--- src/design/vector_pkg.sv ---
package vector_pkg;

    localparam int VLEN = 128;
    localparam int ELEN_W = 8;
    localparam int LANES = 4;
    localparam int NUM_BEATS = VLEN / (LANES * ELEN_W);
    localparam int XLEN = 32;
    localparam int NUM_VREGS = 32;
    localparam int CMDQ_DEPTH = 4;
    localparam int RESQ_DEPTH = 4;

    typedef logic [$clog2(NUM_VREGS)-1:0] reg_idx_t;
    typedef logic [$clog2(NUM_BEATS)-1:0] beat_idx_t;

    // Four byte elements, lane 0 in the low byte
    typedef logic [LANES-1:0][ELEN_W-1:0] chunk_t;

    typedef enum logic [1:0] {
        VADD_VV    = 2'd0,
        VMV_VX     = 2'd1,
        VREDSUM_VS = 2'd2
    } vector_op_e;

    // vd doubles as the scalar rd for a reduction
    typedef struct packed {
        vector_op_e        op;
        reg_idx_t          vd;
        reg_idx_t          vs1;
        reg_idx_t          vs2;
        logic [ELEN_W-1:0] scalar;
    } vector_cmd_t;

    typedef struct packed {
        reg_idx_t          rd;
        logic [XLEN-1:0]   data;
    } xrf_wr_t;

endpackage
--- src/design/lane_alu.sv ---
`timescale 1ns/1ps

module lane_alu import vector_pkg::*; (
    input  logic              clk,
    input  logic              rst_n,
    input  logic              beat_en,
    input  beat_idx_t         beat,
    input  vector_op_e        op,
    input  logic [ELEN_W-1:0] scalar,
    input  chunk_t            src1,
    input  chunk_t            src2,
    output chunk_t            result,
    output logic [ELEN_W-1:0] red_sum
);

    logic [ELEN_W-1:0] chunk_sum;
    logic [ELEN_W-1:0] acc;

    // Per-lane result for the element-wise ops
    always_comb begin
        result = src2;
        for (int i = 0; i < LANES; i++) begin
            case (op)
                VADD_VV: result[i] = src1[i] + src2[i];
                VMV_VX: result[i] = scalar;
                default: result[i] = src2[i];
            endcase
        end
    end

    // Sum of the four bytes of vs2, wrapping at 8 bits
    always_comb begin
        chunk_sum = '0;
        for (int i = 0; i < LANES; i++) begin
            chunk_sum = chunk_sum + src2[i];
        end
    end

    always_ff @(posedge clk) begin
        if (!rst_n) begin
            acc <= '0;
        end else if (beat_en && op == VREDSUM_VS) begin
            // Seed with vs1[0] on the first chunk
            if (beat == '0) begin
                acc <= src1[0] + chunk_sum;
            end else begin
                acc <= acc + chunk_sum;
            end
        end
    end

    assign red_sum = acc;

endmodule

--- config.mk ---
export PLATFORM = sky130hd
export DESIGN_NAME = lane_alu
export DESIGN_NICKNAME = d
export VERILOG_FILES = /design/src/design/vector_pkg.sv /design/src/design/lane_alu.sv
export SDC_FILE = /design/constraint.sdc
export NUM_CORES = 1
export LEC_CHECK = 0
export ABC_CLOCK_PERIOD_IN_PS = 11800
export BUFFER_PORTS_ARGS = -buffer_cell sky130_fd_sc_hd__buf_2
export CORE_ASPECT_RATIO = 0.5
export CORE_MARGIN = 5
export CORE_UTILIZATION = 55
export DETAILED_ROUTE_END_ITERATION = 10
export PLACE_DENSITY_LB_ADDON = 0.3
export SETUP_SLACK_MARGIN = 0.05
export SLEW_MARGIN = 20
export SYNTH_ARGS = -nofsm -noshare
export SYNTH_HDL_FRONTEND = slang
export SYNTH_SLANG_ARGS = --single-unit
--- constraint.sdc ---
create_clock -name clk -period 11.8 [get_ports clk]
set_input_delay 2.36 -clock clk [delete_from_list [all_inputs] [get_ports clk]]
set_output_delay 2.36 -clock clk [all_outputs]
set_load 0.05 [all_outputs]
== Yosys cells after proc, flatten, opt, wreduce, memory -nomap -nowiden ==
Cells that the tools add are included.
Word-level totals
  word-level logic and storage cells: 20
  input bits: 79
  register bits after elaboration: 8
Operators by class
  $add $sub $neg: 9
  reductions and logical operators: 3
  multiplexer cells: 5
  eq/ne operators: 2
Operators with widths (count)
  8-bit adder: 9
  8-bit one-hot mux with 2 select lines: 4
  8-bit two-way mux: 1
  2-bit logical NOT: 2
  2-bit by 1-bit == test with 1-bit output, second input constant: 1
  2-bit == test, second input constant: 1
  1-bit logical AND: 1

== Depth between registers and ports, before layout ==
  word-level depth: 5
  depth in mapped cells: 15
  depth with buffers taken out: 15

== Least setup slack after synthesis ==
OpenSTA, ideal clock, no wires.
  path type: input to output
  start point: in src1[8] (netlist name)
  end point: out result[12] (netlist name)
  path slack: 5101 ps
  data required time: 9440 ps
  arrival time: 4339 ps
  stages on the path: 8
  buffers on the path: 0
  cell sequence: ha_1 fa_1 a21o_1 a21oi_1 xnor2_1 o21ai_0 nor2_1 a21oi_1
RTL lines
  from (decl): line lane_alu.sv:10  | input chunk_t src1,
  to (decl): line lane_alu.sv:12  | output chunk_t result,

==> qor.yml <==
largest_reg_flops: 8
overflow: 0
drt_first_pass_iters: 4
cts.sinks: 8
area_delta_synth_final_pct: 22.45
max_cap_violations: 0
fp.dieW_um: 114.9
grt_pass1_vias: 2990
track_usage: 0.2259
syn_avg_cell_area_sq_um: 7.364
multi_input_area_sq_um: 2628
finalHoldViolations: 0
final.fill_count: 520
yosysSeqAreaShare: 0.05291
port_buffers: 118
clkPwrFrac: 0.088
cp.required_ps: 9440
wirelength_um: 8484
final_area_sq_um: 3706
cts_buffers: 3
clk_pin_slew_ps: 40
drive_above_1_share: 0.2519
leakagePower_nw: 2.037
p_sw_frac: 0.5373
cp-start-kind: "input port"
p_switching_w: 0.0002023
fmax_mhz: 148.7
cp_slowest_cell: "fa_1"
worst_r2r_path_depth: 9
seqPwrFrac: 0.088
outcome: "finished clean"
antenna_found_initial: 0
rsz0062_at_grt: "false"
setup_tns_ps: 0
crit_chain: "buf_2 > ha_1 > fa_1 > a21o_1 > a21oi_1 > o21bai_1 > a21oi_1 > nor3_1 > a211o_1 > buf_2"
hold_depth: 2
drtIter0Drc: 209
gp_congestion: 0.8379
ant_nets: 0
final.period_utilization: 0.5700
vdd_ir_drop_max_mv: 0.05889
setup_viol: 0
relSlewSlack: 0.5435
vias_per_cell: 5.486
rows: 19
end_kind: "output pin"
nNetsFinal: 662
layout_common_cells: "buf_2 (118), inv_1 (50), a21oi_1 (44), ha_1 (42), o21ai_0 (39)"
crit_path_max_fanout: 3
final_common_cell: "buf_2"
hold_path.class: "flip-flop to flip-flop"
dp_hpwl_um: 7183
worst_slew_pin_slew_ps: 684.7
die-area_sq_um: 7177
ys_warn_count: 0
clockRootBuffer: "clkbuf_8"
regArea_sq_um: 160.2
drc: 0
cp.arrival_ps: 4370
grt_pass1_wl_um: 13630
clockBufferDepth: 2
slowest_delay_ps: 430
grt_max_degree: 60
boundaryPins: 119
synth_nets: 551
r2r_start: "red_sum[0]$_SDFFE_PN0P_"
wl_per_cell_um: 14.31
syn_inst: 411
ys_ff_latch: 8
core_region_area_sq_um: 5396
die_h_um: 62.46
r2r_end: "red_sum[6]$_SDFFE_PN0P_"
p_int_w: 0.0001743
power_density_nw_per_um2: 101.6
clock_latency_ps: 230
finalCriticalPeriod_ps: 6727
cts_hold_buffers: 0
power.share.combinational: 0.824
place_area_sq_um: 3665
initial_core_util: 0.5609
synth_area_sq_um: 3027
num_antenna_cells: 0
holdPathEnd: "red_sum[1]$_SDFFE_PN0P_"
cts.repair.resized: 0
synthFlopType: "dfxtp_1"
routed-via-count: 3253
hold_start: "red_sum[1]$_SDFFE_PN0P_"
post_cts_buffers: 0
finClkSkew_ps: 4.770
path_class: "input port to output pin"
yosysUniqueCellTypes: 40
cts_tree: "yes"
r2r_slack_ps: 9590
synth_edf_count: 0
htree_levels: 1
synthArstFlopShare: 0
slew_viol_final: 0
worst max-delay path: cells and delay by family:
| kind | cells | cell delay [ps] |
|---|---|---|
| simple gates | 1 | 60 |
| buf+inv | 2 | 330 |
| compound gates | 5 | 970 |
| fa+ha+maj | 2 | 650 |
how the worst max path moves through the flow:
stage	startpoint	end	cells past startpoint
floorplan	src1[8]	result[12]	8
global placement	src2[8]	result[14]	10
detailed placement	src2[16]	result[22]	10
CTS	src2[16]	result[22]	10
global route	src2[0]	result[6]	10
finish	src2[16]	result[22]	10
power by group through the flow:
stage	sequential [W]	combinational [W]	clock (W)
2_1_floorplan	0.0000447	0.000227	0
3_3_place_gp	0.0000332	0.000302	0
3_5_place_dp	0.0000332	0.000309	0
4_1_cts	0.0000328	0.000310	0.0000336
5_1_grt	0.0000334	0.000343	0.0000356
6_report	0.0000330	0.000310	0.0000333
cell type report:
type / count / area share
well taps: 73 / 0.02465
clock buffers: 3 / 0.01114
flip-flops and latches: 8 / 0.04321
inverters: 50 / 0.05064
multi-input cells: 340 / 0.7090
repair buffers: 119 / 0.1614
metrics by stage:
step / total power [W] / instances / util / hold WS (ps) / worst slack (ps)
after floorplan: 0.0002716 / 411 / - / 690.9 / 5101
after global placement: 0.0003347 / 590 / 0.6791 / 468.1 / 5139
after detailed placement: 0.0003422 / 590 / 0.6791 / 477.5 / 5093
after CTS: 0.0003768 / 593 / 0.6868 / 482.7 / 5085
after global routing: 0.0004119 / 593 / 0.6868 / 508.8 / 4928
final: 0.0003766 / 593 / 0.6868 / 475.5 / 5073
cell families (layout without fill, tap and decap cells):
kind of cell	after synthesis	after routing	synth area share
AND/OR/NAND/NOR	108	108	0.1753
XOR/XNOR	26	26	0.07978
buffers and inverters	63	172	0.07896
AO/OA/AOI/OAI	129	129	0.2580
adder cells (fa/ha/maj)	61	61	0.2993
flip-flops	8	8	0.05291
multiplexers	16	16	0.05581
metal layers:
| metal | global-route usage | routed length, um | vias up |
|---|---|---|---|
| met4 | 0.04100 | 94 | 0 |
| met3 | 0.03868 | 591 | 11 |
| met5 | 0 | 0 | - |
| met1 | 0.3224 | 3971 | 1472 |
| met2 | 0.3602 | 3825 | 107 |
| li1 | - | - | 1663 |
synthesized netlist by cell type, types with 2 or more instances:
master,count,share of area
inv_1,50,0.062
a21oi_1,44,0.073
ha_1,42,0.17
o21ai_0,39,0.064
nand2_1,32,0.040
fa_1,19,0.13
xnor2_1,19,0.055
nand3_1,17,0.028
nor2_1,17,0.021
a21o_1,16,0.040
o21bai_1,12,0.030
nor3_1,11,0.018
clkbuf_1,9,0.011
mux2i_1,9,0.030
dfxtp_1,8,0.053
nor4_1,8,0.017
and2_1,7,0.014
mux2_2,7,0.026
xor2_1,6,0.017
a211o_1,5,0.014
or3_1,4,0.0083
nand2b_1,3,0.0062
o2bb2ai_1,3,0.0087
o311a_1,3,0.0099
a21boi_0,2,0.0050
and3b_1,2,0.0058
buf_1,2,0.0025
buf_2,2,0.0033
nand3b_1,2,0.0050
Power figures use the tool's default switching activity.
