`src/design/vector_pkg.sv`:
```
package vector_pkg;

    localparam int VLEN = 128;
    localparam int ELEN_W = 8;
    localparam int LANES = 4;
    localparam int NUM_BEATS = VLEN / (LANES * ELEN_W);
    localparam int XLEN = 32;
    localparam int NUM_VREGS = 32;
    localparam int CMDQ_DEPTH = 4;
    localparam int RESQ_DEPTH = 4;

    typedef logic [$clog2(NUM_VREGS)-1:0] reg_idx_t;
    typedef logic [$clog2(NUM_BEATS)-1:0] beat_idx_t;

    // Four byte elements, lane 0 in the low byte
    typedef logic [LANES-1:0][ELEN_W-1:0] chunk_t;

    typedef enum logic [1:0] {
        VADD_VV    = 2'd0,
        VMV_VX     = 2'd1,
        VREDSUM_VS = 2'd2
    } vector_op_e;

    // vd doubles as the scalar rd for a reduction
    typedef struct packed {
        vector_op_e        op;
        reg_idx_t          vd;
        reg_idx_t          vs1;
        reg_idx_t          vs2;
        logic [ELEN_W-1:0] scalar;
    } vector_cmd_t;

    typedef struct packed {
        reg_idx_t          rd;
        logic [XLEN-1:0]   data;
    } xrf_wr_t;

endpackage
```
`src/design/issue_fsm.sv`:
```
`timescale 1ns/1ps

module issue_fsm import vector_pkg::*; (
    input  logic              clk,
    input  logic              rst_n,
    input  logic              cmd_empty,
    input  vector_cmd_t       cmd_head,
    output logic              cmd_pop,
    input  logic              last,
    output logic              beat_start,
    output logic              beat_en,
    output vector_op_e        op,
    output logic [ELEN_W-1:0] scalar,
    output reg_idx_t          rd_idx1,
    output reg_idx_t          rd_idx2,
    output reg_idx_t          wr_idx,
    output logic              wr_en,
    input  logic [ELEN_W-1:0] red_sum,
    input  logic              res_full,
    output logic              res_push,
    output xrf_wr_t           res_data
);

    typedef enum logic [1:0] {
        IDLE,
        EXEC,
        REPORT
    } state_e;

    state_e state;
    state_e state_nxt;
    vector_cmd_t cur;
    logic is_red;

    assign is_red = (cur.op == VREDSUM_VS);

    always_comb begin
        state_nxt = state;
        case (state)
            IDLE: if (!cmd_empty) state_nxt = EXEC;
            EXEC: if (last) state_nxt = is_red ? REPORT : IDLE;
            // Wait here while the result queue is full
            REPORT: if (!res_full) state_nxt = IDLE;
            default: state_nxt = IDLE;
        endcase
    end

    always_ff @(posedge clk) begin
        if (!rst_n) begin
            state <= IDLE;
        end else begin
            state <= state_nxt;
        end
    end

    always_ff @(posedge clk) begin
        if (cmd_pop) begin
            cur <= cmd_head;
        end
    end

    assign cmd_pop = (state == IDLE) && !cmd_empty;
    assign beat_start = cmd_pop;
    assign beat_en = (state == EXEC);

    assign op = cur.op;
    assign scalar = cur.scalar;
    assign rd_idx1 = cur.vs1;
    assign rd_idx2 = cur.vs2;
    assign wr_idx = cur.vd;
    // Reductions leave the VRF untouched
    assign wr_en = beat_en && !is_red;

    assign res_push = (state == REPORT) && !res_full;
    assign res_data.rd = cur.vd;
    assign res_data.data = XLEN'(red_sum);

endmodule

```
`config.mk`:
```
export PLATFORM = sky130hd
export DESIGN_NAME = issue_fsm
export DESIGN_NICKNAME = d
export VERILOG_FILES = /design/src/design/vector_pkg.sv /design/src/design/issue_fsm.sv
export SDC_FILE = /design/constraint.sdc
export NUM_CORES = 1
export LEC_CHECK = 0
export BUFFER_PORTS_ARGS = -buffer_cell sky130_fd_sc_hd__buf_2
export CORE_MARGIN = 2
export CORE_UTILIZATION = 36
export DETAILED_ROUTE_END_ITERATION = 10
export PLACE_DENSITY = 0.78
export SLEW_MARGIN = 20
export SYNTH_ARGS = -nofsm -noshare
export SYNTH_HDL_FRONTEND = slang
export SYNTH_SLANG_ARGS = --single-unit
```
`constraint.sdc`:
```
create_clock -name clk -period 2.1 [get_ports clk]
set_clock_uncertainty 0.05 [all_clocks]
set_input_delay 0 -clock clk [delete_from_list [all_inputs] [get_ports clk]]
set_output_delay 0 -clock clk [all_outputs]
set_load 0.05 [all_outputs]
```
# Word-level counts from Yosys, hierarchy flattened
# Index checks and enable logic that the tools add are counted.
# word_totals
reg_bits,27
in_bits,38
out_inout_bits,67
elab_cells,25
# classes
eq_ne,6
muxes,5
n_reduce_logical,8
# ops
cell,n
$mux W2,4
$ne A2 B2 Y1 const B,3
$pmux W2 S3,1
$eq A2 B2 Y1 const B,2
$logic_and A1 B1 Y1,3
$logic_not A1 Y1,3
$reduce_and A3 Y1,1
$eq A2 B1 Y1 const B,1
$logic_not A2 Y1,1

# Depth between registers and ports, before layout
# depth
depth_word,4
depth_mapped,2
depth_no_buf,2

# Worst setup path after synthesis
# Ideal clock, no wire load.
# synth_timing
kind,flip-flop to flip-flop
from,register state[1]
to,register cur (netlist bit op[0]) (enable)
setup_time_ns,0.433
arrival_ns,2.000
required_time_ns,1.617
setup_slack_ns,-0.383
path_stages_with_launch,2
path_buffers,0
period_less_slack_ns,2.483
cell_sequence,dfxtp_1 -> nor3_2
# synth_via
elab_chain_len,2
# synth_lines
item,line_no,source
start: declaration,issue_fsm.sv:30,state_e state;
start signal: assignment,issue_fsm.sv:52,state <= state_nxt;
$logic_not A2 Y1,issue_fsm.sv:62,assign cmd_pop = (state == IDLE) && !cmd_empty;
$logic_and A1 B1 Y1,issue_fsm.sv:62,
named net beat_start,issue_fsm.sv:10,"output logic beat_start,"
end signal: assignment,issue_fsm.sv:58,cur <= cmd_head;
end: declaration,issue_fsm.sv:32,vector_cmd_t cur;
# The timed path passes the listed nets, and every way through them passes these cells.
# A chain may end at the register's enable or synchronous reset.

# Final worst setup path
# layout_timing
from,register state[1]
to,register state[0]
# layout_via
elab_chain_len,3
word_cells_on_any_way,8
classes_between,eq/ne: 5; mux: 1; reduce/logical: 2
# layout_lines
item,line_no,source
$eq A2 B2 Y1 (tied with other cells),issue_fsm.sv:39,case (state)
$ne A2 B2 Y1 (no line),-,
$reduce_and A3 Y1 (no line),-,
# Parallel ways exist; a longest one is shown, timed or not.

==> impl_metrics.toml <==
[setup_path]
timing.critical_path.slowest_stage_cell = "sky130_fd_sc_hd__dlygate4sd3_1"
setup.worst_path.class = "flop to flop"
critical_path_required_ns = 2.31
r2r_setup_slack_ns = 0.34
crit_chain = "nor3_4 -> buf_4 -> o21a_1 -> dlygate4sd3_1"
depth_of_the_worst_register_to_register_path = 4
critPathMaxFanout = 28
crit_path_max_incr_delay_ns = 0.56
critPathTopFamily = "buffers and inverters"
worst_setup_path_end_kind = "flop"
cp.buffers_inverters = 2
worstReg2RegStart = "state[1]"
critical_path.startpoint_type = "flop"
timing.critical_path.arrival_ns = 1.97
r2r_end = "state[0]"

[finish]
drive_above_1_share_pct = 43.0
flow.area_growth_from_synthesis_pct = 50.3
n_antenna_cell = 0
design.final.nets = 204
nFillCells = 269

[yosys]
synth_cells = 75
synth.lib_cells_used.distinct = 11
syn-mean-instance-area_um2 = 15.4
synth_top_cell_area_share_pct = 65.1
synth_enable_flop_cells = 25
syn_area_mm2 = 0.00115
synth-main-ff-cell = "sky130_fd_sc_hd__edfxtp_1"
synth-seq-area-share_pct = 68.5
yosys.area.top_type = "sky130_fd_sc_hd__edfxtp_1"
synth_area_leaders = "sky130_fd_sc_hd__edfxtp_1 (65%), sky130_fd_sc_hd__buf_4 (25%), sky130_fd_sc_hd__dfxtp_1 (3.5%), sky130_fd_sc_hd__nor3b_1 (1.3%), sky130_fd_sc_hd__nor2b_1 (1.1%)"
synth_most_common_cell = "sky130_fd_sc_hd__buf_4"
yosys-top-cells-count = "sky130_fd_sc_hd__buf_4 (38), sky130_fd_sc_hd__edfxtp_1 (25), sky130_fd_sc_hd__dfxtp_1 (2), sky130_fd_sc_hd__nor2b_1 (2), sky130_fd_sc_hd__nor3b_1 (2)"
yosysWarningCount = 0
synth-async-reset-ratio_pct = 0
ys_seq_elements = 27

[sta]
setup_viol = 0
final_critical_path_time_including_i_o_delays_and_setup_ns = 1.76
final-max-slew-violation-count = 0
timing.setup.tns_ns = 0
hold_viol_final = 0
timing.final.crit_share_pct = 83.8
grt_setup_unrepaired = "no"
fmax_mhz = 568
tightestPinTransition_ns = 0.504
worst_slew_margin_rel_pct = 66.3

[global_route]
vias_in_the_first_global_route = 739
grt_usage_pct = 12.8
grt_start_max_net_pins = 29
grt_first_pass_wirelength_mm = 3.28
antenna_found_initial = 0
grt_remaining_overflow = 0

[pwr]
static-leakage-power_nw = 0.796
power.density_cell_area_mw_per_mm2 = 737
post-layout-total-power_mw = 1.28
vdd_ir_drop_max_v = 0.000414

[routing]
wl_per_cell_um = 11.8
detail_route.first_pass.iterations = 4
ant_nets = 0
via_count = 805
initialDrtViolationCount = 8
wl_mm = 2.46
vias_per_cell = 3.85
drc_errors = 0

[die]
die_width_um = 60.6
chipHeight_um = 60.6
floorplan.core_area_mm2 = 0.00305
rows = 20
top_level_ports = 105
floorplan.initialDensity_pct = 37.8
design.die.area_mm2 = 0.00367

[hold_path]
min_delay_path_depth = 3
hp-class = "primary input to flop"
capture_endpoint_of_the_worst_hold_path = "state[1]"
min-delay-start = "res_full"

[clocking]
cts_num_sinks = 27
clkSlewWorstSetupHoldPaths_ns = 0.13
cts_buffer_depth = 2
tritoncts = "built"
htree_num_levels = 1
cts-resized-gates = 0
number_of_buffers_inserted_by_post_cts_setup_repair = 0
root_buffer = "sky130_fd_sc_hd__clkbuf_4"
numCtsBuffers = 3
clock_latency_ns = 0.31

[run_status]
outcome = "finished, final reports clean"

[job]
max_cap_violations = 0

[placement]
portBuffers = 64
dp.final_hpwl_mm = 1.52
gp_routability_congestion = 0.754
## timing repair
| item | 4_1_cts | 5_1_grt |
|---|---|---|
| hold endpoints to repair | 35 | 0 |
| hold buffers | 36 | 0 |
| setup endpoints to repair | 0 | 0 |
## per-stage QoR
step                      setup slack [ns]  utilization, %  cells  hold WS, ns  instance area, um2
after floorplan                      0.226               -     98       0.0489                1250
after detailed placement             0.833            44.0    169      -0.0497                1340
after global routing                 0.253            56.8    209       0.0208                1730
after global placement               0.871            44.0    169      -0.0497                1340
final                                0.339            56.8    209       0.0237                1730
after CTS                            0.378            56.8    209       0.0136                1730
## where the power goes
group	internal [mW]	total, mW	switching (mW)	leakage [nW]
clock	0.0727	0.217	0.145	0.0139
combinational	0.0982	0.422	0.323	0.526
sequential	0.627	0.639	0.0116	0.256
## sequential cells by signal, summed over array words and instances, names as in the netlist
| register | flops |
|---|---|
| rd_idx2 | 5 |
| scalar | 8 |
| op | 2 |
| state | 2 |
| wr_idx | 5 |
| rd_idx1 | 5 |
## how the worst max path moves through the flow
stage,from,end,slack [ns],depth (start not counted)
6_report,state[1],state[0],0.34,4
3_5_place_dp,state[1],rd_idx1[4],0.83,2
4_1_cts,state[1],state[0],0.38,4
3_3_place_gp,state[1],rd_idx1[4],0.87,2
5_1_grt,state[1],state[0],0.25,4
2_1_floorplan,state[1],op[0],0.23,1
## metal layers
| layer | vias up | track usage, % | wire [um] |
|---|---|---|---|
| met3 | 4 | 4.90 | 180 |
| met5 | - | 0 | 0 |
| li1 | 377 | - | - |
| met4 | 0 | 2.80 | 32 |
| met1 | 381 | 11.2 | 742 |
| met2 | 43 | 26.6 | 1510 |
## tightest hold or removal path: cells and delay by family
| kind | cells | cell delay [ns] |
|---|---|---|
| AND/OR/NAND/NOR | 1 | 0.18 |
| buffers and inverters | 1 | 0.09 |
| AO/OA/AOI/OAI | 1 | 0.09 |
## cells by family after synthesis
| family | count (synthesis) | synth area share (%) |
|---|---|---|
| other | 1 | 0.325 |
| buffers and inverters | 38 | 24.7 |
| flip-flops | 27 | 68.5 |
| AO/OA/AOI/OAI | 2 | 1.52 |
| AND/OR/NAND/NOR | 7 | 4.88 |
## cell type report
type | instances | area [um2] | area share (%)
flip-flops and latches | 27 | 791 | 45.6
repair buffers | 101 | 688 | 39.7
multi-input cells | 33 | 170 | 9.81
well taps | 44 | 55.1 | 3.17
clock buffers | 3 | 22.5 | 1.30
clock inverters | 1 | 7.51 | 0.433
## placed cells by master (no fill, tap or decap)
cell type	instances
sky130_fd_sc_hd__a41o_1	1
sky130_fd_sc_hd__and4b_1	1
sky130_fd_sc_hd__buf_2	64
sky130_fd_sc_hd__buf_4	1
sky130_fd_sc_hd__clkbuf_4	3
sky130_fd_sc_hd__clkinvlp_4	1
sky130_fd_sc_hd__conb_1	24
sky130_fd_sc_hd__dfxtp_1	2
sky130_fd_sc_hd__dlygate4sd3_1	36
sky130_fd_sc_hd__edfxtp_1	25
sky130_fd_sc_hd__nor2b_1	2
sky130_fd_sc_hd__nor2b_2	1
sky130_fd_sc_hd__nor3_4	1
sky130_fd_sc_hd__nor3b_1	2
sky130_fd_sc_hd__o21a_1	1
(Power assumes the default switching activity.)
