**config.mk**
```make
export PLATFORM = sky130hd
export DESIGN_NAME = beat_counter
export DESIGN_NICKNAME = d
export VERILOG_FILES = /design/src/design/vector_pkg.sv /design/src/design/beat_counter.sv
export SDC_FILE = /design/constraint.sdc
export NUM_CORES = 1
export LEC_CHECK = 0
export ABC_AREA = 1
export BUFFER_PORTS_ARGS = -buffer_cell sky130_fd_sc_hd__buf_2
export CAP_MARGIN = 20
export CORE_AREA = 4 4 41 43
export CTS_CLUSTER_SIZE = 40
export DETAILED_ROUTE_END_ITERATION = 10
export DIE_AREA = 0 0 45 47
export SLEW_MARGIN = 20
export SYNTH_ARGS = -nofsm -noshare
export SYNTH_HDL_FRONTEND = slang
export SYNTH_SLANG_ARGS = --single-unit
```
**constraint.sdc**
```tcl
create_clock -name clk -period 1.2 [get_ports clk]
set_input_delay 0.06 -clock clk [delete_from_list [all_inputs] [get_ports clk]]
set_output_delay 0.06 -clock clk [all_outputs]
set_load 0.03 [all_outputs]
```
**src/design/vector_pkg.sv**
```systemverilog
package vector_pkg;

    localparam int VLEN = 128;
    localparam int ELEN_W = 8;
    localparam int LANES = 4;
    localparam int NUM_BEATS = VLEN / (LANES * ELEN_W);
    localparam int XLEN = 32;
    localparam int NUM_VREGS = 32;
    localparam int CMDQ_DEPTH = 4;
    localparam int RESQ_DEPTH = 4;

    typedef logic [$clog2(NUM_VREGS)-1:0] reg_idx_t;
    typedef logic [$clog2(NUM_BEATS)-1:0] beat_idx_t;

    // Four byte elements, lane 0 in the low byte
    typedef logic [LANES-1:0][ELEN_W-1:0] chunk_t;

    typedef enum logic [1:0] {
        VADD_VV    = 2'd0,
        VMV_VX     = 2'd1,
        VREDSUM_VS = 2'd2
    } vector_op_e;

    // vd doubles as the scalar rd for a reduction
    typedef struct packed {
        vector_op_e        op;
        reg_idx_t          vd;
        reg_idx_t          vs1;
        reg_idx_t          vs2;
        logic [ELEN_W-1:0] scalar;
    } vector_cmd_t;

    typedef struct packed {
        reg_idx_t          rd;
        logic [XLEN-1:0]   data;
    } xrf_wr_t;

endpackage
```
**src/design/beat_counter.sv**
```systemverilog
`timescale 1ns/1ps

module beat_counter import vector_pkg::*; (
    input  logic      clk,
    input  logic      rst_n,
    input  logic      start,
    output beat_idx_t beat,
    output logic      last
);

    logic running;

    assign last = running && (beat == beat_idx_t'(NUM_BEATS - 1));

    always_ff @(posedge clk) begin
        if (!rst_n) begin
            beat <= '0;
            running <= 1'b0;
        end else if (start) begin
            beat <= '0;
            running <= 1'b1;
        end else if (running) begin
            // Stop on the final chunk
            if (last) begin
                running <= 1'b0;
            end else begin
                beat <= beat + 1'b1;
            end
        end
    end

endmodule

```
* Word-level counts from Yosys, hierarchy flattened
Index checks and enable logic that the tools add are counted.
** Word-level totals
- Word-level logic and storage cells :: 12
- Output and inout port bits :: 3
- Register bits after elaboration :: 3
** Operators by class
- Muxes and demuxes :: 3
- Bitwise gates (word level) :: 2
- Eq/ne operators :: 1
- Add/sub/neg operators :: 1
- Reduce and logical (&&, ||, !) cells :: 3
** Operator list (number)
- 1-bit 2-to-1 mux :: 3
- 2-bit by 1-bit adder with 2-bit output, second input constant :: 1
- 2-bit == test, second input constant :: 1
- 1-bit inverter :: 2
- 2-bit AND reduction :: 1
- 2-bit OR reduction :: 1
- 1-bit logical AND :: 1

* Longest topological paths before layout
Gate-level depths: netlist (run 1).
- Word-level depth :: 5
- Depth in mapped cells :: 5

* Worst setup path before layout (run 1)
OpenSTA, ideal clock, no wires.
- Kind :: register -> register
- Start :: register beat[0]
- End :: register beat[1]
- Path slack :: 0.101 ns
- Data required time :: 1.087 ns
- Arrival time :: 0.986 ns
- Clock period less this slack :: 1.099 ns
- Cell stages (with the launch flop) :: 6
- Path through :: dfxtp_1 > ha_1 > inv_1 > nand3_1 > nand2_1 > nor2_1
** Between the ends
- Word-level cells in the longest chain between the ends :: 4
** RTL lines
- from (decl) :: line beat_counter.sv:7 : output beat_idx_t beat,
- from (signal assigned) :: line beat_counter.sv:27 : beat <= beat + 1'b1;
- 2-bit == test :: line beat_counter.sv:13 : assign last = running && (beat == beat_idx_t'(NUM_BEATS - 1));
- 1-bit logical AND :: line beat_counter.sv:13
- 1-bit inverter (no source line)
- 2-bit AND reduction (no source line)
Parallel ways exist; a longest one is shown, timed or not.
A chain may end at the register's enable or synchronous reset.

* Worst setup path after layout (run 1)
- Start :: register beat[1]
- End :: output last
** Between the ends
- Word-level cells in the longest chain between the ends :: 2
** RTL lines
- 2-bit == test :: line beat_counter.sv:13
- 1-bit logical AND :: line beat_counter.sv:13
- to (decl) :: line beat_counter.sv:8 : output logic last
Every way passes these cells.

==> results of run 1 <==
cell families after synthesis:
family	synth area share [%]
AND/OR/NAND/NOR	37.07
buffers and inverters	12.93
flip-flops	41.38
adder cells (fa/ha/maj)	8.619
worst min-delay path, delay by kind of cell:
| kind | cells | cell delay (ns) |
|---|---|---|
| and+or+nand+nor | 2 | 0.11 |
| buffers and inverters | 1 | 0.09 |
power by group:
| group | total [uW] | leakage [uW] | switching (uW) | internal (uW) |
|---|---|---|---|---|
| registers | 113 | 0.0000251 | 6.48 | 106 |
| logic | 31.8 | 0.0000748 | 19.0 | 12.8 |
| clock network | 176 | 0.0000150 | 51.1 | 125 |
layer usage:
layer	wire length, um	vias to the layer above
met3	45	0
met1	153	64
li1	-	82
met4	0	0
met5	0	-
met2	112	5
area by class of cell:
type | count | area, um^2
Fill cell | 158 | 1070
Clock buffer | 4 | 26.28
Tap cell | 15 | 18.77
Inverter | 5 | 18.77
Timing Repair Buffer | 5 | 27.53
Multi-Input combinational cell | 14 | 78.83
Sequential cell | 3 | 61.31
Yosys cell counts:
library cell	count
inv_1	4
nand2_1	3
nand3_1	2
nor2_2	1
nor2_1	7
ha_1	1
dfxtp_1	3
inv_2	1
registers in the layout, summed over array words and instances, names as in the netlist:
| name | flops |
|---|---|
| running | 1 |
| beat | 2 |
final timing paths:
path / to / slack (ns) / cells past startpoint / from
max: last / 0.1 / 4 / beat[1]
max reg2reg: beat[1] / 0.31 / 5 / beat[1]
min: running / 0.06 / 3 / start
min reg2reg: beat[0] / 0.52 / 2 / beat[0]
metrics by stage:
step | instances | setup slack, ns | utilization [%] | power [uW] | hold slack [ns]
3_5_place_dp | 42 | 0.2611 | 14.52 | 143.6 | 0.2897
6_report | 46 | 0.09818 | 17.79 | 319.9 | 0.05799
2_1_floorplan | 22 | 0.1008 | - | 133.8 | 0.1807
4_1_cts | 46 | 0.005032 | 16.54 | 328.2 | 0.04643
3_3_place_gp | 42 | 0.2713 | 14.52 | 143.1 | 0.2846
5_1_grt | 46 | 0.01795 | 17.79 | 344.5 | 0.07456
cells in the final DEF (no fill, tap or decap):
cell | netlist | final
buf_2 | 0 | 4
clkbuf_1 | 0 | 1
clkbuf_4 | 0 | 4
dfxtp_1 | 3 | 2
dfxtp_2 | 0 | 1
ha_4 | 0 | 1
inv_1 | 4 | 4
inv_2 | 1 | 1
nand2_1 | 3 | 3
nand3_1 | 2 | 2
nor2_1 | 7 | 7
nor2_2 | 1 | 1
==> metrics.txt, run 1 <==
status=complete, no violations; synthesized area per cell=6.597 um^2; DR iter-0 viols=4; final WL=311 um; met2 Track Usage GR=5.932%; H-tree depth=1; Routed wire per std cell=6.761 um; largest net degree at the start of global routing=5; CTS Buf Count=3; CP endpoint kind=output port; CTS tree=done; Die X-Extent=45 um; number of antenna violations at the first check in global routing=0; Total Nets Final=36; first-pass GRT wire length=579 um; WP buf/inv=2; Max Transition Viols Final=0; GRT met3 Usage=3.065%; Synth area leader=dfxtp_1; max_cap viols=0; root buffer cell=clkbuf_4; vias in the first global route=160; fin area=231.5 um^2; Slew @ Worst Pin=0.1547 ns; Clock Sink Count=3; sequential element share of the synthesized area=41.38%; IO Port Bufs=5; top cells by area, synth=dfxtp_1 (41%), nor2_1 (18%), inv_1 (10%); layout cells sized above 1=38.71%; unrepaired setup endpoints after global routing=false; crit-path leading delay family=flip-flops; Die H=47 um; post-CTS setup buffer count=0; post-route ant nets=0; Worst Setup Start Kind=flip-flop; slowest stage delay, CP=0.38 ns; Post-Syn Instances=22; ant diodes=0; Hold Buf Count CTS=0; Synth Net Count=26; Worst Path Arrival=1.04 ns; initial core utilization=11.15%; Netlist Area Pre-Place=145.1 um^2; Syn. warnings=0; gr ovfl total=0; PostCTS Resize Cnt=0; minimum clock period=1.102 ns; setup_tns=0 ns; critical path peak fanout=3; unique cell type count in the Yosys netlist=8; drt via density=3.283; Max VDD drop=0.3230 mV; GRT met1 Usage=3.394%; die area=0.002115 mm^2; slowest stage cell, crit path=dfxtp_1; WS Path Type=reg2out; fin crit share=91.82%; CP Cell Sequence=ha_4 -> nand2_1 -> inv_1 -> clkbuf_4; GP Congestion=0.5975; DRC viols=0; Fmax=0.9076 GHz; dpl hpwl=240.6 um; Synth-to-Final Area Change=59.48%; Core Area=0.001301 mm^2; Max Buffers Root-to-Sink=2; GR Util All Layers=4.180%; Clock Skew=0.0001938 ns; Clk Latency, worst-skew pair=0.23 ns; required time of the critical path=1.14 ns; post-synth top area share=41.38%; #FFs+latches synth=3; Leak=0.0001149 uW; site row count=13; gr busiest metal=met2; CTS clk-pin slew, worst paths=0.04 ns; final hold violation count=0; total number of vias=151; headroom to the max-slew limit=89.65%; DRT Pass-1 Iters=2; worst hold path class=in2reg; area post-placement=188.9 um^2; # setup viols final=0; num ports=6; pwr dens=1382 mW/mm^2
(Power assumes the default switching activity.)
==> inputs of run 2 (changes only) <==
--- a/config.mk
+++ b/config.mk
@@ -5,13 +5,13 @@
 export SDC_FILE = /design/constraint.sdc
 export NUM_CORES = 1
 export LEC_CHECK = 0
-export ABC_AREA = 1
 export BUFFER_PORTS_ARGS = -buffer_cell sky130_fd_sc_hd__buf_2
 export CAP_MARGIN = 20
 export CORE_AREA = 4 4 41 43
 export CTS_CLUSTER_SIZE = 40
 export DETAILED_ROUTE_END_ITERATION = 10
 export DIE_AREA = 0 0 45 47
+export SKIP_LAST_GASP = 1
 export SLEW_MARGIN = 20
 export SYNTH_ARGS = -nofsm -noshare
 export SYNTH_HDL_FRONTEND = slang
==> run 2 against run 1 <==
  * Register-to-register slack got worse by 0.13 ns
  * Fmax fell by 3.3%
  * Power fell by 2.3%
  * Non-clock buffer count did not move
  * Global-route usage fell by 0.55 points
  * Sequential power fell by 4%
  * Sequential share of layout area rose by 2.7 points
  * Count of clock-buffer cells in the layout did not move
  * Flip-flop and latch count did not move
  * Clock power barely moved
  * Worst setup slack got worse by 0.038 ns
  * Critical path type unchanged
  * Critical endpoint unchanged
==> metrics.txt, run 2 <==
post-CTS setup buffer count=0 (unchanged); Fmax=0.8773 GHz (-3.3%); gr ovfl total=0 (unchanged); post-route ant nets=0 (unchanged); reg2reg start=beat[0]; Synth-to-Final Area Change=57.01%; critical path peak fanout=3 (unchanged); Hold Crit Start=rst_n; Die H=47 um (unchanged); most common cell in the synthesized netlist=dfxtp_1; GR Util All Layers=3.633% (-0.55 points); commonest non-fill, non-tap cell in the layout=buf_2; slowest stage delay, CP=0.32 ns (-0.06 ns); Synth area leader=dfxtp_1; ant diodes=0 (unchanged); Max Buffers Root-to-Sink=2 (unchanged); post-route setup slack=0.06019 ns (-0.03799 ns); WS Path Type=reg2out; top cells by area, synth=dfxtp_1 (45%), nor2b_4 (10%), ha_1 (9.3%); ys flop type=dfxtp_1; DRC viols=0 (unchanged); required time of the critical path=1.14 ns (about the same); slowest stage cell, crit path=dfxtp_2; CP Cell Sequence=ha_2 -> and2_2 -> buf_4; Clock Skew=0.0002208 ns (+0.00002695 ns); num ports=6 (unchanged); # setup viols final=0 (unchanged); pwr dens=1487 mW/mm^2 (+7.6%); Clock Sink Count=3 (unchanged); area post-placement=177.7 um^2 (-6.0%); Worst Path Arrival=1.08 ns (+0.04 ns); max reg flops=2 (unchanged); post-synth top area share=44.86% (+3.5 points); setup_tns=0 ns (unchanged); CTS tree=done; Clk Latency, worst-skew pair=0.23 ns (about the same); drt via density=3.194 (-2.7%); IO Port Bufs=5 (unchanged); total number of vias=115 (-24%); initial core utilization=10.29% (-0.87 points); Commonest cells post-synth=dfxtp_1 (3), nor2_1 (2); synthesized area per cell=11.16 um^2 (+69%); fin area=210.2 um^2 (-9.2%); Slew @ Worst Pin=0.1235 ns (-0.03128 ns); Comb pwr share=8.4% (-1.5 points); die area=0.002115 mm^2 (unchanged); Max Transition Viols Final=0 (unchanged); filler cell count=159 (+0.63%); CP endpoint kind=output port; Internal Dissipation=243.8 uW (+0.18%); largest net degree at the start of global routing=4 (-1); DR iter-0 viols=0 (-4); GP Congestion=0.5507 (-7.8%); Reg with most FFs=beat; sequential element share of the synthesized area=44.86% (+3.5 points); Worst Setup Start Kind=flip-flop; Total Nets Final=26 (-28%); Top Registers=beat: 2 flops, running: 1 flops; layout cells sized above 1=57.14% (+18 points); async set-or-reset flop fraction in the synthesized netlist=0% (unchanged); switching share of total power=21.99% (-1.9 points); final hold violation count=0 (unchanged); Max VDD drop=0.2062 mV (-36%); commonest cells after routing, fill and taps aside=buf_2 (4), clkbuf_4 (3), nor2_1 (2), dfxtp_1 (2); Syn. warnings=0 (unchanged); CTS Buf Count=3 (unchanged); unrepaired setup endpoints after global routing=false; number of antenna violations at the first check in global routing=0 (unchanged); clock network power share=57.0% (+2.1 points); Synth Net Count=16 (-38%); root buffer cell=clkbuf_4; minimum clock period=1.140 ns (+0.03799 ns); final WL=255 um (-18%); vias in the first global route=118 (-26%); max_cap viols=0 (unchanged); fin crit share=94.98% (+3.2 points); worst hold path class=in2reg; Core Area=0.001301 mm^2 (unchanged); H-tree depth=1 (unchanged); pre-CTS setup slack=0.1307 ns (-0.1303 ns); Sw Pwr=68.73 uW (-10%); Die X-Extent=45 um (unchanged); Post-synth EDFFs=0 (unchanged); DRT Pass-1 Iters=1 (-1); site row count=13 (unchanged); Routed wire per std cell=7.083 um (+4.8%); headroom to the max-slew limit=91.53% (+1.9 points); sequential power share=34.5% (-0.7 points); unique cell type count in the Yosys netlist=9 (+1); Netlist Area Pre-Place=133.9 um^2 (-7.8%); Leak=0.00009542 uW (-17%); first-pass GRT wire length=379 um (-35%); Crit. Startpoint=beat[0]; CTS clk-pin slew, worst paths=0.04 ns (about the same); status=complete, no violations; #FFs+latches synth=3 (unchanged); Post-Syn Instances=12 (-45%)
[run 2: cell types whose count changed in the layout (fill, tap and decap cells not counted), sizes merged, moves of 2 or more]
cell and change:
nand3 -2, inv -5, nand2 -3, nor2 -6
[run 2: power by group through the flow]
stage | logic (uW) | clock network, uW | registers (uW)
after floorplan | 15.0 | 0 | 113
after global routing | 29.0 | 189 | 108
after detailed placement | 26.6 | 0 | 109
after CTS | 26.9 | 189 | 108
after global placement | 26.2 | 0 | 109
final | 26.3 | 178 | 108
[run 2: cells by family (layout without fill, tap and decap cells)]
| logic type | Yosys count | in the layout | share of synthesized area, % |
|---|---|---|---|
| adder cells (fa/ha/maj) | 1 | 1 | 9.344 |
| flip-flops | 3 | 3 | 44.86 |
| AO/OA/AOI/OAI | 1 | 1 | 5.610 |
| XOR/XNOR | 1 | 1 | 6.543 |
| buffers and inverters | 0 | 9 | 0 |
| multiplexers | 1 | 1 | 7.477 |
| AND/OR/NAND/NOR | 5 | 5 | 26.17 |
[run 2: metrics by stage]
stage,utilization [%],total power [uW],hold WS [ns],std cells
final,16.15,312.5,0.04598,36
after CTS,16.06,323.0,0.03803,36
after detailed placement,13.65,135.6,0.2855,32
after global routing,16.15,326.5,0.05535,36
after floorplan,-,127.7,0.1776,12
after global placement,13.65,135.2,0.2829,32
[run 2: final timing paths]
kind / slack, ns / depth (start not counted) / to
worst max-delay path: 0.06 / 3 / last
worst min-delay path: 0.05 / 2 / running
worst max register to register: 0.18 / 4 / beat[1]
worst min register to register: 0.52 / 2 / beat[0]
[run 2: final cells by class]
| cell class | instances | area, um^2 | area share, % |
|---|---|---|---|
| multi-input combinational | 9 | 76.32 | 36.31 |
| sequential | 3 | 61.31 | 29.17 |
| timing repair buffer | 5 | 27.53 | 13.10 |
| clock buffer | 4 | 26.28 | 12.50 |
| tap | 15 | 18.77 | 8.929 |
[run 2: critical path: cells and delay by family (launching register included)]
family | cells | cell delay (ns)
flip-flops | 1 | 0.32
adder cells (fa/ha/maj) | 1 | 0.20
AND/OR/NAND/NOR | 1 | 0.16
buffers and inverters | 1 | 0.16
[run 2: per-layer routing]
metal / vias up / track usage [%] / routed length [um]
met5: - / 0 / 0
met4: 0 / 8.772 / 14
met3: 2 / 3.448 / 43
met2: 6 / 3.955 / 118
met1: 51 / 1.818 / 77
li1: 56 / - / -
[run 2: what timing repair did]
| item | 4_1_cts | 5_1_grt |
|---|---|---|
| resized for setup | 2 | 1 |
| hold buffers | 0 | 0 |
| endpoints found under the hold margin | 0 | 0 |
| setup endpoints to repair | 1 | 1 |
