--- src/design/vector_pkg.sv ---
package vector_pkg;

    localparam int VLEN = 128;
    localparam int ELEN_W = 8;
    localparam int LANES = 4;
    localparam int NUM_BEATS = VLEN / (LANES * ELEN_W);
    localparam int XLEN = 32;
    localparam int NUM_VREGS = 32;
    localparam int CMDQ_DEPTH = 4;
    localparam int RESQ_DEPTH = 4;

    typedef logic [$clog2(NUM_VREGS)-1:0] reg_idx_t;
    typedef logic [$clog2(NUM_BEATS)-1:0] beat_idx_t;

    // Four byte elements, lane 0 in the low byte
    typedef logic [LANES-1:0][ELEN_W-1:0] chunk_t;

    typedef enum logic [1:0] {
        VADD_VV    = 2'd0,
        VMV_VX     = 2'd1,
        VREDSUM_VS = 2'd2
    } vector_op_e;

    // vd doubles as the scalar rd for a reduction
    typedef struct packed {
        vector_op_e        op;
        reg_idx_t          vd;
        reg_idx_t          vs1;
        reg_idx_t          vs2;
        logic [ELEN_W-1:0] scalar;
    } vector_cmd_t;

    typedef struct packed {
        reg_idx_t          rd;
        logic [XLEN-1:0]   data;
    } xrf_wr_t;

endpackage
--- src/design/sync_fifo.sv ---
`timescale 1ns/1ps

module sync_fifo import vector_pkg::*; #(
    parameter type T = vector_cmd_t,
    parameter int DEPTH = CMDQ_DEPTH
) (
    input  logic clk,
    input  logic rst_n,
    input  logic push,
    input  T     wdata,
    input  logic pop,
    output T     rdata,
    output logic full,
    output logic empty
);

    T mem [DEPTH];
    logic [$clog2(DEPTH)-1:0] rptr;
    logic [$clog2(DEPTH)-1:0] wptr;
    logic [$clog2(DEPTH):0] count;
    logic do_push;
    logic do_pop;

    // Requests beyond the current occupancy are dropped
    assign do_push = push && !full;
    assign do_pop = pop && !empty;

    always_ff @(posedge clk) begin
        if (do_push) begin
            mem[wptr] <= wdata;
        end
    end

    always_ff @(posedge clk) begin
        if (!rst_n) begin
            rptr <= '0;
            wptr <= '0;
            count <= '0;
        end else begin
            if (do_push) begin
                wptr <= (wptr == ($clog2(DEPTH))'(DEPTH - 1)) ? '0 : wptr + 1'b1;
            end
            if (do_pop) begin
                rptr <= (rptr == ($clog2(DEPTH))'(DEPTH - 1)) ? '0 : rptr + 1'b1;
            end
            if (do_push && !do_pop) begin
                count <= count + 1'b1;
            end else if (do_pop && !do_push) begin
                count <= count - 1'b1;
            end
        end
    end

    // Head entry, shown without a register stage
    assign rdata = mem[rptr];
    assign full = (count == ($clog2(DEPTH) + 1)'(DEPTH));
    assign empty = (count == '0);

endmodule

--- config.mk ---
export PLATFORM = sky130hd
export DESIGN_NAME = sync_fifo
export DESIGN_NICKNAME = d
export VERILOG_FILES = /design/src/design/vector_pkg.sv /design/src/design/sync_fifo.sv
export SDC_FILE = /design/constraint.sdc
export NUM_CORES = 1
export LEC_CHECK = 0
export BUFFER_PORTS_ARGS = -buffer_cell sky130_fd_sc_hd__buf_2
export CAP_MARGIN = 0
export CORE_AREA = 4 4 107 109
export CTS_CLUSTER_SIZE = 30
export DETAILED_ROUTE_END_ITERATION = 16
export DIE_AREA = 0 0 111 113
export GPL_ROUTABILITY_DRIVEN = 0
export PLACE_DENSITY_LB_ADDON = 0.25
export RECOVER_POWER = 100
export SLEW_MARGIN = 20
export SYNTH_ARGS = -nofsm -noshare
export SYNTH_HDL_FRONTEND = slang
export SYNTH_SLANG_ARGS = --single-unit
--- constraint.sdc ---
create_clock -name clk -period 2 [get_ports clk]
set_clock_uncertainty 0.05 [all_clocks]
set_input_delay 0.2 -clock clk [delete_from_list [all_inputs] [get_ports clk]]
set_output_delay 0.2 -clock clk [all_outputs]
set_load 0.03 [all_outputs]
After elaboration in Yosys (flattened, before gate mapping)
Memory sizes are Yosys's and may differ from the RTL's. A register that Yosys moved wholly into a read port is not among the register bits.
Index checks and enable logic that the tools add are counted.
W data, S select, Z words.
{"block": "word_totals", "ff_bits": 7, "ram_bits": 100, "inputBits": 29, "output_inout_bits": 27, "mem_count": 1}
{"block": "classes", "n_addsub": 4, "eq_ne": 3, "muxes": 8, "reduce_logical": 10}
{"memory": "mem", "depth": 4, "width": 25, "rd": 1, "rd_ports_with_merged_regs": 1, "write_ports": 1, "line": "sync_fifo.sv:17", "text": "T mem [DEPTH];"}
{"op": "$mux W2", "n": 4}
{"op": "$mux W3", "n": 2}
{"op": "$add A2 B1 Y2 const B", "n": 2}
{"op": "$eq A2 B2 Y1 const B", "n": 2}
{"op": "$logic_and A1 B1 Y1", "n": 4}
{"op": "$logic_not A1 Y1", "n": 4}
{"op": "$add A3 B1 Y3 const B", "n": 1}
{"op": "$eq A3 B3 Y1 const B", "n": 1}
{"op": "$logic_not A3 Y1", "n": 1}
{"op": "$sub A3 B1 Y3 const B", "n": 1}
{"op": "$mux W1", "n": 2}
{"op": "$reduce_bool A2 Y1", "n": 1}

Depth between registers and ports, before layout
Gate-level depths: netlist of run 1.
{"block": "logic_depth", "depth_word": 7, "ltp_mapped": 9, "mapped_depth_nobuf": 8}

Worst setup path before layout of run 1
No wires, ideal clock.
{"block": "synth_timing", "kind": "reg-to-reg", "startpoint": "reg count[1]", "endpoint": "reg count[2]", "setup_time_ps": 76, "t_arrival_ps": 2025, "path_slack_ps": -151, "path_stages_with_launch": 10, "n_path_buf": 1, "period_less_slack_ps": 2151, "path_cell_list": "dfxtp_1 nor3b_2 nor2b_1 buf_2 ha_1 inv_1 fa_1 xor2_1 or3_1 a21boi_0"}
{"block": "synth_between", "elab_chain_len": 6, "elab_cells_between_ends": 15, "classes_between": "add/sub: 2; eq/ne: 1; mux: 2; reduce/logical: 10"}
{"item": "start, declared", "line": "sync_fifo.sv:20", "text": "logic [$clog2(DEPTH):0] count;"}
{"item": "start signal, assigned", "line": "sync_fifo.sv:47", "text": "count <= count + 1'b1;"}
{"item": "start signal, assigned", "line": "sync_fifo.sv:49", "text": "count <= count - 1'b1;"}
{"item": "$eq A3 B3 Y1 (*)", "line": "sync_fifo.sv:56", "text": "assign full = (count == ($clog2(DEPTH) + 1)'(DEPTH));"}
{"item": "named net full", "line": "sync_fifo.sv:13", "text": "output logic full,"}
{"item": "$logic_not A1 Y1 (*)", "line": "sync_fifo.sv:25", "text": "assign do_push = push && !full;"}
{"item": "$logic_and A1 B1 Y1 (*)", "line": "sync_fifo.sv:25"}
{"item": "named net do_push", "line": "sync_fifo.sv:21", "text": "logic do_push;"}
{"item": "$logic_not A1 Y1", "line": "sync_fifo.sv:48", "text": "end else if (do_pop && !do_push) begin"}
{"item": "$logic_and A1 B1 Y1", "line": "sync_fifo.sv:48"}
{"item": "$reduce_bool A2 Y1 (no line)"}
The timed path passes the listed nets; every way through them passes the cells marked *. The select of a mux whose other input is x is not followed.
A chain may end at the register's enable or synchronous reset.

==> reports/metrics.cfg, run 1 <==
[final_layout]
drive_gt1_frac=0.3194
n_antenna_cell=0
final_cell_mix=100 x edfxtp_1, 31 x clkbuf_1, 24 x mux4_2, 24 x dlygate4sd3_1, 20 x buf_2
area_growth_pct=25.47
design_area_um2=5184
final_nets=319
final_common_cell=edfxtp_1
fin_util=0.4889

[worst_setup_path]
worstSetupPathType=flop to primary output
worstPathCellList=buf_12 > buf_12 > mux4_2 > buf_6
path_buf_inv=3
startpoint_type=flop
cpPeakStageDelay_ns=0.51
critPathMaxFanout=5
crit_arrival_ns=1.72
cp_slowest_cell=mux4_2
crit_family=multiplexers
cp-end-kind=primary output
cp.required_ns=1.75
worst_path_most_repeated_cell=buf_12

[place]
portBuffers=55
place_area_um2=4697
dp_hpwl_um=4599

[timing]
final-setup-viol-count=0
period_needed_ns=1.965
rsz0062_at_grt=true
max_slew_margin=0.7509
finalSetupTns_ns=0
hold_viol_final=0
max_freq_mhz=508.8
timing.hold.ws_ns=0.07652
tightest_slew_ns=0.3752
fin_crit_sh=0.9826
slew_violations=0

[logic_synthesis]
syn_avg_cell_area_um2=22.70
synth-simple-area-share=0.02604
synth_mux_area_frac=0.1481
synth_top_family_by_area=multiplexers
syn_inst=182
synth-xor-area-share=0.004240
syn_nets=218
yosys_warnings=0
synth_area_um2=4131
ys_types=26
synth-seq-cells=109
synthAdderAreaFrac=0.02302
synth_seq_area_share=0.7704
synth_compound_area_frac=0.007268

[pwr]
vdd_drop_max_mv=0.4173
power.density_nw_per_um2=1203
power_frac_comb=0.343
p_clk_frac=0.191
swShare=0.3196
power.switching_mw=1.993
pwr-share-seq=0.466
total_leakage_power_nw=1.722
p_int_mw=4.242
total_power_mw=6.235

[floorplanning]
rows=38
coreArea_um2=10600
die_h_um=113
start_util=0.3897
fp.dieArea_um2=12540
io_pins=56
fp.dieW_um=111

[global_route]
grt_max_degree=19
antenna_found_initial=0
grt_pass1_vias=2215
grt-ovfl-total=0
grt_usage=0.1246
grt_first_pass_wirelength_um=11720

[cts]
cts_max_path_buffers=2
cts_tree=built
worstSkewPairLatency_ns=0.36
cts_made_buffers=9
htree_num_levels=3
clockRootBuffer=clkbuf_8
clk_pin_slew_ns=0.10
clock-sinks=109

[detailed_routing]
dr.pass1.iters=4
vias=2025
post-route-drc-count=0
wire_per_inst_um=17.08
drtAntennaViolNets=0
drt_iter0_drc=85
vias_per_cell=4.731
wl_um=7312

[min_path]
hold_class=input port to flop

[job]
max_cap_violations=0

[status]
status=finished, final reports clean

## power groups by stage
stage / clock, mW / combinational (mW) / sequential (mW)
after detailed placement: 0 / 1.92 / 2.94
final: 1.19 / 2.14 / 2.91
after floorplan: 0 / 1.42 / 2.92
after CTS: 1.24 / 2.12 / 2.91
after global routing: 1.35 / 2.29 / 2.94
after global placement: 0 / 1.91 / 2.93
## Yosys cell counts (all sizes together)
library cell | count | area share
a21boi | 1 | 0.0018
and2 | 5 | 0.0076
buf | 6 | 0.016
clkbuf | 2 | 0.0021
dfxtp | 9 | 0.044
edfxtp | 100 | 0.73
fa | 1 | 0.0048
ha | 6 | 0.018
inv | 3 | 0.0027
mux2i | 3 | 0.0073
mux4 | 25 | 0.14
nand2 | 6 | 0.0055
nand3 | 2 | 0.0024
nor2 | 2 | 0.0018
nor2b | 2 | 0.0030
nor3 | 1 | 0.0012
nor3b | 1 | 0.0030
o21ai | 3 | 0.0036
o31ai | 1 | 0.0018
or3 | 1 | 0.0015
xnor2 | 1 | 0.0021
xor2 | 1 | 0.0021
## sequential cells by signal (all words and copies together), names as in the netlist, named ones only
| name | count |
|---|---|
| wptr | 2 |
| rptr | 2 |
| count | 3 |
| mem | 100 |
## worst reg2reg max path, delay by kind of cell, from the launching register on
kind / cells / cell delay [ns]
fa+ha+maj: 2 / 0.50
compound gates: 2 / 0.42
flops: 1 / 0.38
simple gates: 1 / 0.30
xor+xnor: 1 / 0.15
buf+inv: 1 / 0.04
## repair_timing
action,4_1_cts,5_1_grt
resized for setup,11,18
pin swaps,0,0
cloned,1,1
setup endpoints to repair,5,9
endpoints found under the hold margin,86,4
buffers inserted,2,0
hold buffers,23,1
## kinds of logic (layout without fill, tap and decap cells)
logic type               count (synthesis)  count (layout)
buffers and inverters                   11             117
XOR/XNOR                                 2               2
adder cells (fa/ha/maj)                  7               7
multiplexers                            28              28
AND/OR/NAND/NOR                         20              20
flip-flops                             109             109
AO/OA/AOI/OAI                            5               5
## cell type report
class / instances / area, um^2
inverters: 3 / 11.26
fillers: 911 / 5419
clock buffers: 11 / 131.4
well taps: 140 / 175.2
repair buffers: 98 / 755.7
flip-flops and latches: 109 / 3193
clock inverters: 5 / 43.79
multi-input cells: 62 / 873.3
## routing by layer
| metal | vias to the layer above | part of all wire | GRT usage |
|---|---|---|---|
| li1 | 943 | - | - |
| met2 | 47 | 0.52 | 0.2189 |
| met4 | 0 | 0.015 | 0.03202 |
| met5 | - | 0 | 0 |
| met3 | 11 | 0.045 | 0.04225 |
| met1 | 1024 | 0.42 | 0.1483 |
## worst paths after layout
kind            start        end  slack [ns]  depth (start not counted)
min          wdata[3]  mem[3][3]        0.08                          1
max              flop  rdata[19]        0.03                          4
max reg2reg  count[1]   count[2]        0.09                          7
min reg2reg   wptr[1]    wptr[1]        0.47                          2
## stage by stage
stage | setup WS [ns] | instances
after global placement | 0.03137 | 384
final | 0.03477 | 428
after CTS | -0.03174 | 426
after detailed placement | -0.01869 | 384
after floorplan | 0.01659 | 182
after global routing | -0.04036 | 428
Power figures use the tool's default switching activity.
==> run 2: changes to the inputs <==
Settings changed: CORE_AREA 4 4 107 109 to 2 2 105 107, DIE_AREA 0 0 111 113 to 0 0 107 109, SKIP_CTS_REPAIR_TIMING set to 1.
==> run 2 against run 1 <==
Net effect: die area down 7.0%; worst setup slack better by 0.0058 ns; register-to-register slack worse by 0.05 ns; sequential share of layout area up 0.71 points; flip-flop and latch count unchanged; clock power about the same; sequential power about the same; non-clock buffer count down 3; maximum frequency up 0.29%; global-route usage up 0.22 points; first-iteration DRC count down 8.2%; critical endpoint is now count[2]; highest routed layer unchanged.
==> reports/metrics.cfg, run 2 (synthesized netlist as in run 1, its figures left out) <==
[timing]
max_freq_mhz=510.3
hold_viol_final=0
max_slew_margin=0.8379
fin_crit_sh=0.9797
fin_ws_ns=0.04052
tightest_slew_ns=0.2407
final-setup-viol-count=0
rsz0062_at_grt=true
slew_violations=0
period_needed_ns=1.959

[pwr]
total_leakage_power_nw=1.705
p_clk_frac=0.196
power_frac_comb=0.328
swShare=0.3228
total_power_mw=6.073
power.density_nw_per_um2=1185
power.switching_mw=1.960
pwr-share-seq=0.476
vdd_drop_max_mv=0.3892
p_int_mw=4.113

[final_layout]
largestRegisters=mem (100), count (3)
final_nets=316
area_growth_pct=24.05
design_area_um2=5125
drive_gt1_frac=0.3228
top_register=mem
n_antenna_cell=0
final_cell_mix=100 x edfxtp_1, 29 x buf_2, 27 x clkbuf_1
num-fill-cells=908
largest_reg_flops=100
final_common_cell=edfxtp_1
fin_util=0.4834

[worst_setup_path]
worstSetupPathType=flop to flop
worstPathCellList=buf_4 > o31ai_4 > ha_4 > inv_1 > fa_2 > xor2_1 > or3_1 > a21boi_1
critPathMaxFanout=4
path_buf_inv=2
startpoint_type=flop
cpPeakStageDelay_ns=0.33
cp.required_ns=2.25
cp_slowest_cell=dfxtp_2
crit_family=adder cells
crit_arrival_ns=2.21
cp-end-kind=flop

[cts]
worstSkewPairLatency_ns=0.37
clk_pin_slew_ns=0.09
clock-sinks=109
clockRootBuffer=clkbuf_8
cts_made_buffers=9
cts_tree=built
cts_max_path_buffers=2
htree_num_levels=3

[min_path]
hold_class=input port to flop

[floorplanning]
fp.dieArea_um2=11660
io_pins=56
start_util=0.3897
fp.dieW_um=107
coreArea_um2=10600
rows=38
die_h_um=109

[detailed_routing]
wl_um=6884
vias_per_cell=4.758
drt_iter0_drc=78
vias=2022
dr.pass1.iters=4
post-route-drc-count=0
wire_per_inst_um=16.20
drtAntennaViolNets=0

[global_route]
antenna_found_initial=0
grt_first_pass_wirelength_um=10630
grt_pass1_vias=2000
grt_max_degree=22
grt_usage=0.1269
grt-ovfl-total=0

[place]
portBuffers=55
place_area_um2=4730
dp_hpwl_um=4367
dp_worst_setup_slack_ns=-0.02437

[job]
max_cap_violations=0

[status]
status=finished, final reports clean

## run 2: changes by cell type in the layout (fill, tap and decap cells not counted), sizes merged
| cell | previous run | this run |
|---|---|---|
| buf | 38 | 45 |
| clkbuf | 47 | 37 |
| clkinv | 3 | 1 |
| clkinvlp | 0 | 2 |
## run 2: worst paths after layout
path	start	end	slack, ns	cells after the start
max reg2reg	count[2]	count[2]	0.04	8
min	wdata[20]	mem[3][20]	0.06	1
max	count[2]	count[2]	0.04	8
min reg2reg	wptr[1]	wptr[1]	0.46	2
## run 2: area by class of cell
| type | instances | area [um^2] | area share |
|---|---|---|---|
| sequential | 109 | 3193 | 0.6230 |
| tap | 140 | 175.2 | 0.03418 |
| inverter | 3 | 11.26 | 0.002197 |
| timing repair buffer | 95 | 681.9 | 0.1331 |
| clock inverter | 5 | 43.79 | 0.008545 |
| clock buffer | 11 | 131.4 | 0.02563 |
| multi-input combinational | 62 | 888.4 | 0.1733 |
## run 2: through the flow
| stage | TNS, ns | cells | hold slack [ns] |
|---|---|---|---|
| 6_report | 0 | 425 | 0.05880 |
| 5_1_grt | -0.07958 | 425 | 0.07173 |
| 4_1_cts | -0.7166 | 401 | -0.03260 |
| 3_5_place_dp | -0.02437 | 385 | 0.3705 |
| 3_3_place_gp | 0 | 385 | 0.3658 |
| 2_1_floorplan | 0 | 182 | 0.2489 |
## run 2: per-layer routing
layer,vias to the layer above,track usage,share of wire
met4,0,0.05566,0.019
met3,10,0.03586,0.044
met1,1026,0.1616,0.44
li1,938,-,-
met2,48,0.2047,0.50
met5,-,0,0
## run 2: worst reg2reg max path: stages (launching register included)
cell and delay, ns:
dfxtp_2 0.33, buf_4 0.14, o31ai_4 0.22, ha_4 0.18
inv_1 0.05, fa_2 0.33, xor2_1 0.15, or3_1 0.30
a21boi_1 0.15
## run 2: power by group through the flow
stage	clock [mW]	sequential (mW)	combinational, mW
3_5_place_dp	0	2.94	1.96
5_1_grt	1.33	2.92	2.15
4_1_cts	1.24	2.89	1.97
3_3_place_gp	0	2.93	1.96
6_report	1.19	2.89	1.99
2_1_floorplan	0	2.92	1.42
==> run 3: changes to the inputs <==
Clock period 2 ns to 2.1 ns, I/O delays scaled along.
==> run 3 against run 2 <==
Net effect: non-clock buffer count shrank 23; clock power grew 8%; wire length shrank 2.9%; power shrank 4.8%; flip-flop and latch count is the same; global-route usage shrank 0.64 points; largest cell class unchanged.
==> reports/metrics.cfg, run 3 (synthesized netlist as in run 1, its figures left out) <==
[final_layout]
largestRegisters=mem (100), count (3)
ff_latch_area_um2=3193
area_growth_pct=17.96
final_common_cell=edfxtp_1
n_antenna_cell=0
num-fill-cells=929
final_cell_mix=100 x edfxtp_1, 30 x buf_2, 26 x clkbuf_1
final_nets=293
top_register=mem
largest_reg_flops=100
multi_input_area_um2=887.1
drive_gt1_frac=0.3282

[detailed_routing]
vias_per_cell=4.791
post-route-drc-count=0
drtAntennaViolNets=0
wire_per_inst_um=16.63
vias=1926
wl_um=6684
drt_iter0_drc=103
dr.pass1.iters=4

[min_path]
hold_class=input port to flop

[worst_setup_path]
startpoint_type=flop
cpPeakStageDelay_ns=0.61
cp_slowest_cell=mux4_1
cp-end-kind=primary output
critPathMaxFanout=25
crit_arrival_ns=1.75
worstPathCellList=buf_12 > mux4_1 > buf_2
worstSetupPathType=flop to primary output
cp.required_ns=1.84

[cts]
cts_max_path_buffers=2
worstSkewPairLatency_ns=0.35
clk_pin_slew_ns=0.11
htree_num_levels=3
cts_tree=built
clockRootBuffer=clkbuf_8
clock-sinks=109
cts_made_buffers=9

[floorplanning]
coreArea_um2=10600
rows=38
die_h_um=109
start_util=0.3897
fp.dieW_um=107
io_pins=56
fp.dieArea_um2=11660

[global_route]
grt_pass1_vias=1951
grt-ovfl-total=0
antenna_found_initial=0
grt_max_degree=26
grt-busiest-layer=met2
met1_usage=0.1464
grt_first_pass_wirelength_um=10100
grt_usage=0.1205
met2_usage=0.2079
use_met3=0.02510

[timing]
tightest_slew_ns=0.2901
max_slew_margin=0.8063
slew_violations=0
max_freq_mhz=497.1
final-setup-viol-count=0
hold_viol_final=0
fin_crit_sh=0.9580
finalSetupTns_ns=0
period_needed_ns=2.012

[pwr]
power.density_nw_per_um2=1186
total_leakage_power_nw=1.618
vdd_drop_max_mv=0.4726
total_power_mw=5.780

[place]
dp_hpwl_um=4239
portBuffers=55

[job]
max_cap_violations=0

[status]
status=finished, final reports clean

==> run 3: cell types whose count changed in the layout (fill, tap and decap cells not counted), sizes merged <==
cell,previous run,this run
bufinv,0,1
clkbuf,37,35
inv,5,7
dlygate4sd3,24,4
clkinvlp,2,1
buf,45,42
==> run 3: final timing paths <==
kind / cells after the start / start / to / slack [ns]
setup reg to reg: 8 / count[2] / count[2] / 0.10
setup / recovery: 3 / flop / rdata[15] / 0.09
hold reg to reg: 2 / rptr[1] / rptr[1] / 0.46
hold / removal: 1 / wdata[8] / mem[1][8] / 0.06
==> run 3: metrics by stage <==
stage / cells / hold WS [ns] / utilization / setup slack (ns) / instance area, um^2
2_1_floorplan: 182 / 0.2589 / - / 0.03715 / 4145
3_3_place_gp: 381 / 0.3750 / 0.4373 / 0.09600 / 4637
3_5_place_dp: 381 / 0.3802 / 0.4373 / 0.05444 / 4637
4_1_cts: 397 / -0.01442 / 0.4566 / 0.01855 / 4841
5_1_grt: 402 / 0.06028 / 0.4596 / -0.02343 / 4873
6_report: 402 / 0.05743 / 0.4596 / 0.08823 / 4873
==> run 3: power by group <==
| part | switching [mW] | total (mW) | internal (mW) |
|---|---|---|---|
| combinational | 1.03 | 1.72 | 0.698 |
| clock | 0.720 | 1.29 | 0.571 |
| sequential | 0.111 | 2.76 | 2.65 |
| total | 1.86 | 5.78 | 3.92 |
==> run 3: cell type report <==
| cell class | count | share of cell area |
|---|---|---|
| multi-input combinational | 62 | 0.1820 |
| clock inverter | 7 | 0.01643 |
| clock buffer | 9 | 0.02542 |
| tap | 140 | 0.03594 |
| sequential | 109 | 0.6552 |
| timing repair buffer | 72 | 0.08267 |
| inverter | 3 | 0.002311 |
==> run 3: critical path, delay by kind of cell, from the launching register on <==
family,cells,cell delay [ns]
buffers and inverters,2,0.43
muxes,1,0.61
DFF,1,0.35
==> run 3: metal layers <==
layer,up-vias,part of all wire
li1,890,-
met1,987,0.44
met2,42,0.51
met3,7,0.039
met4,0,0.012
met5,-,0
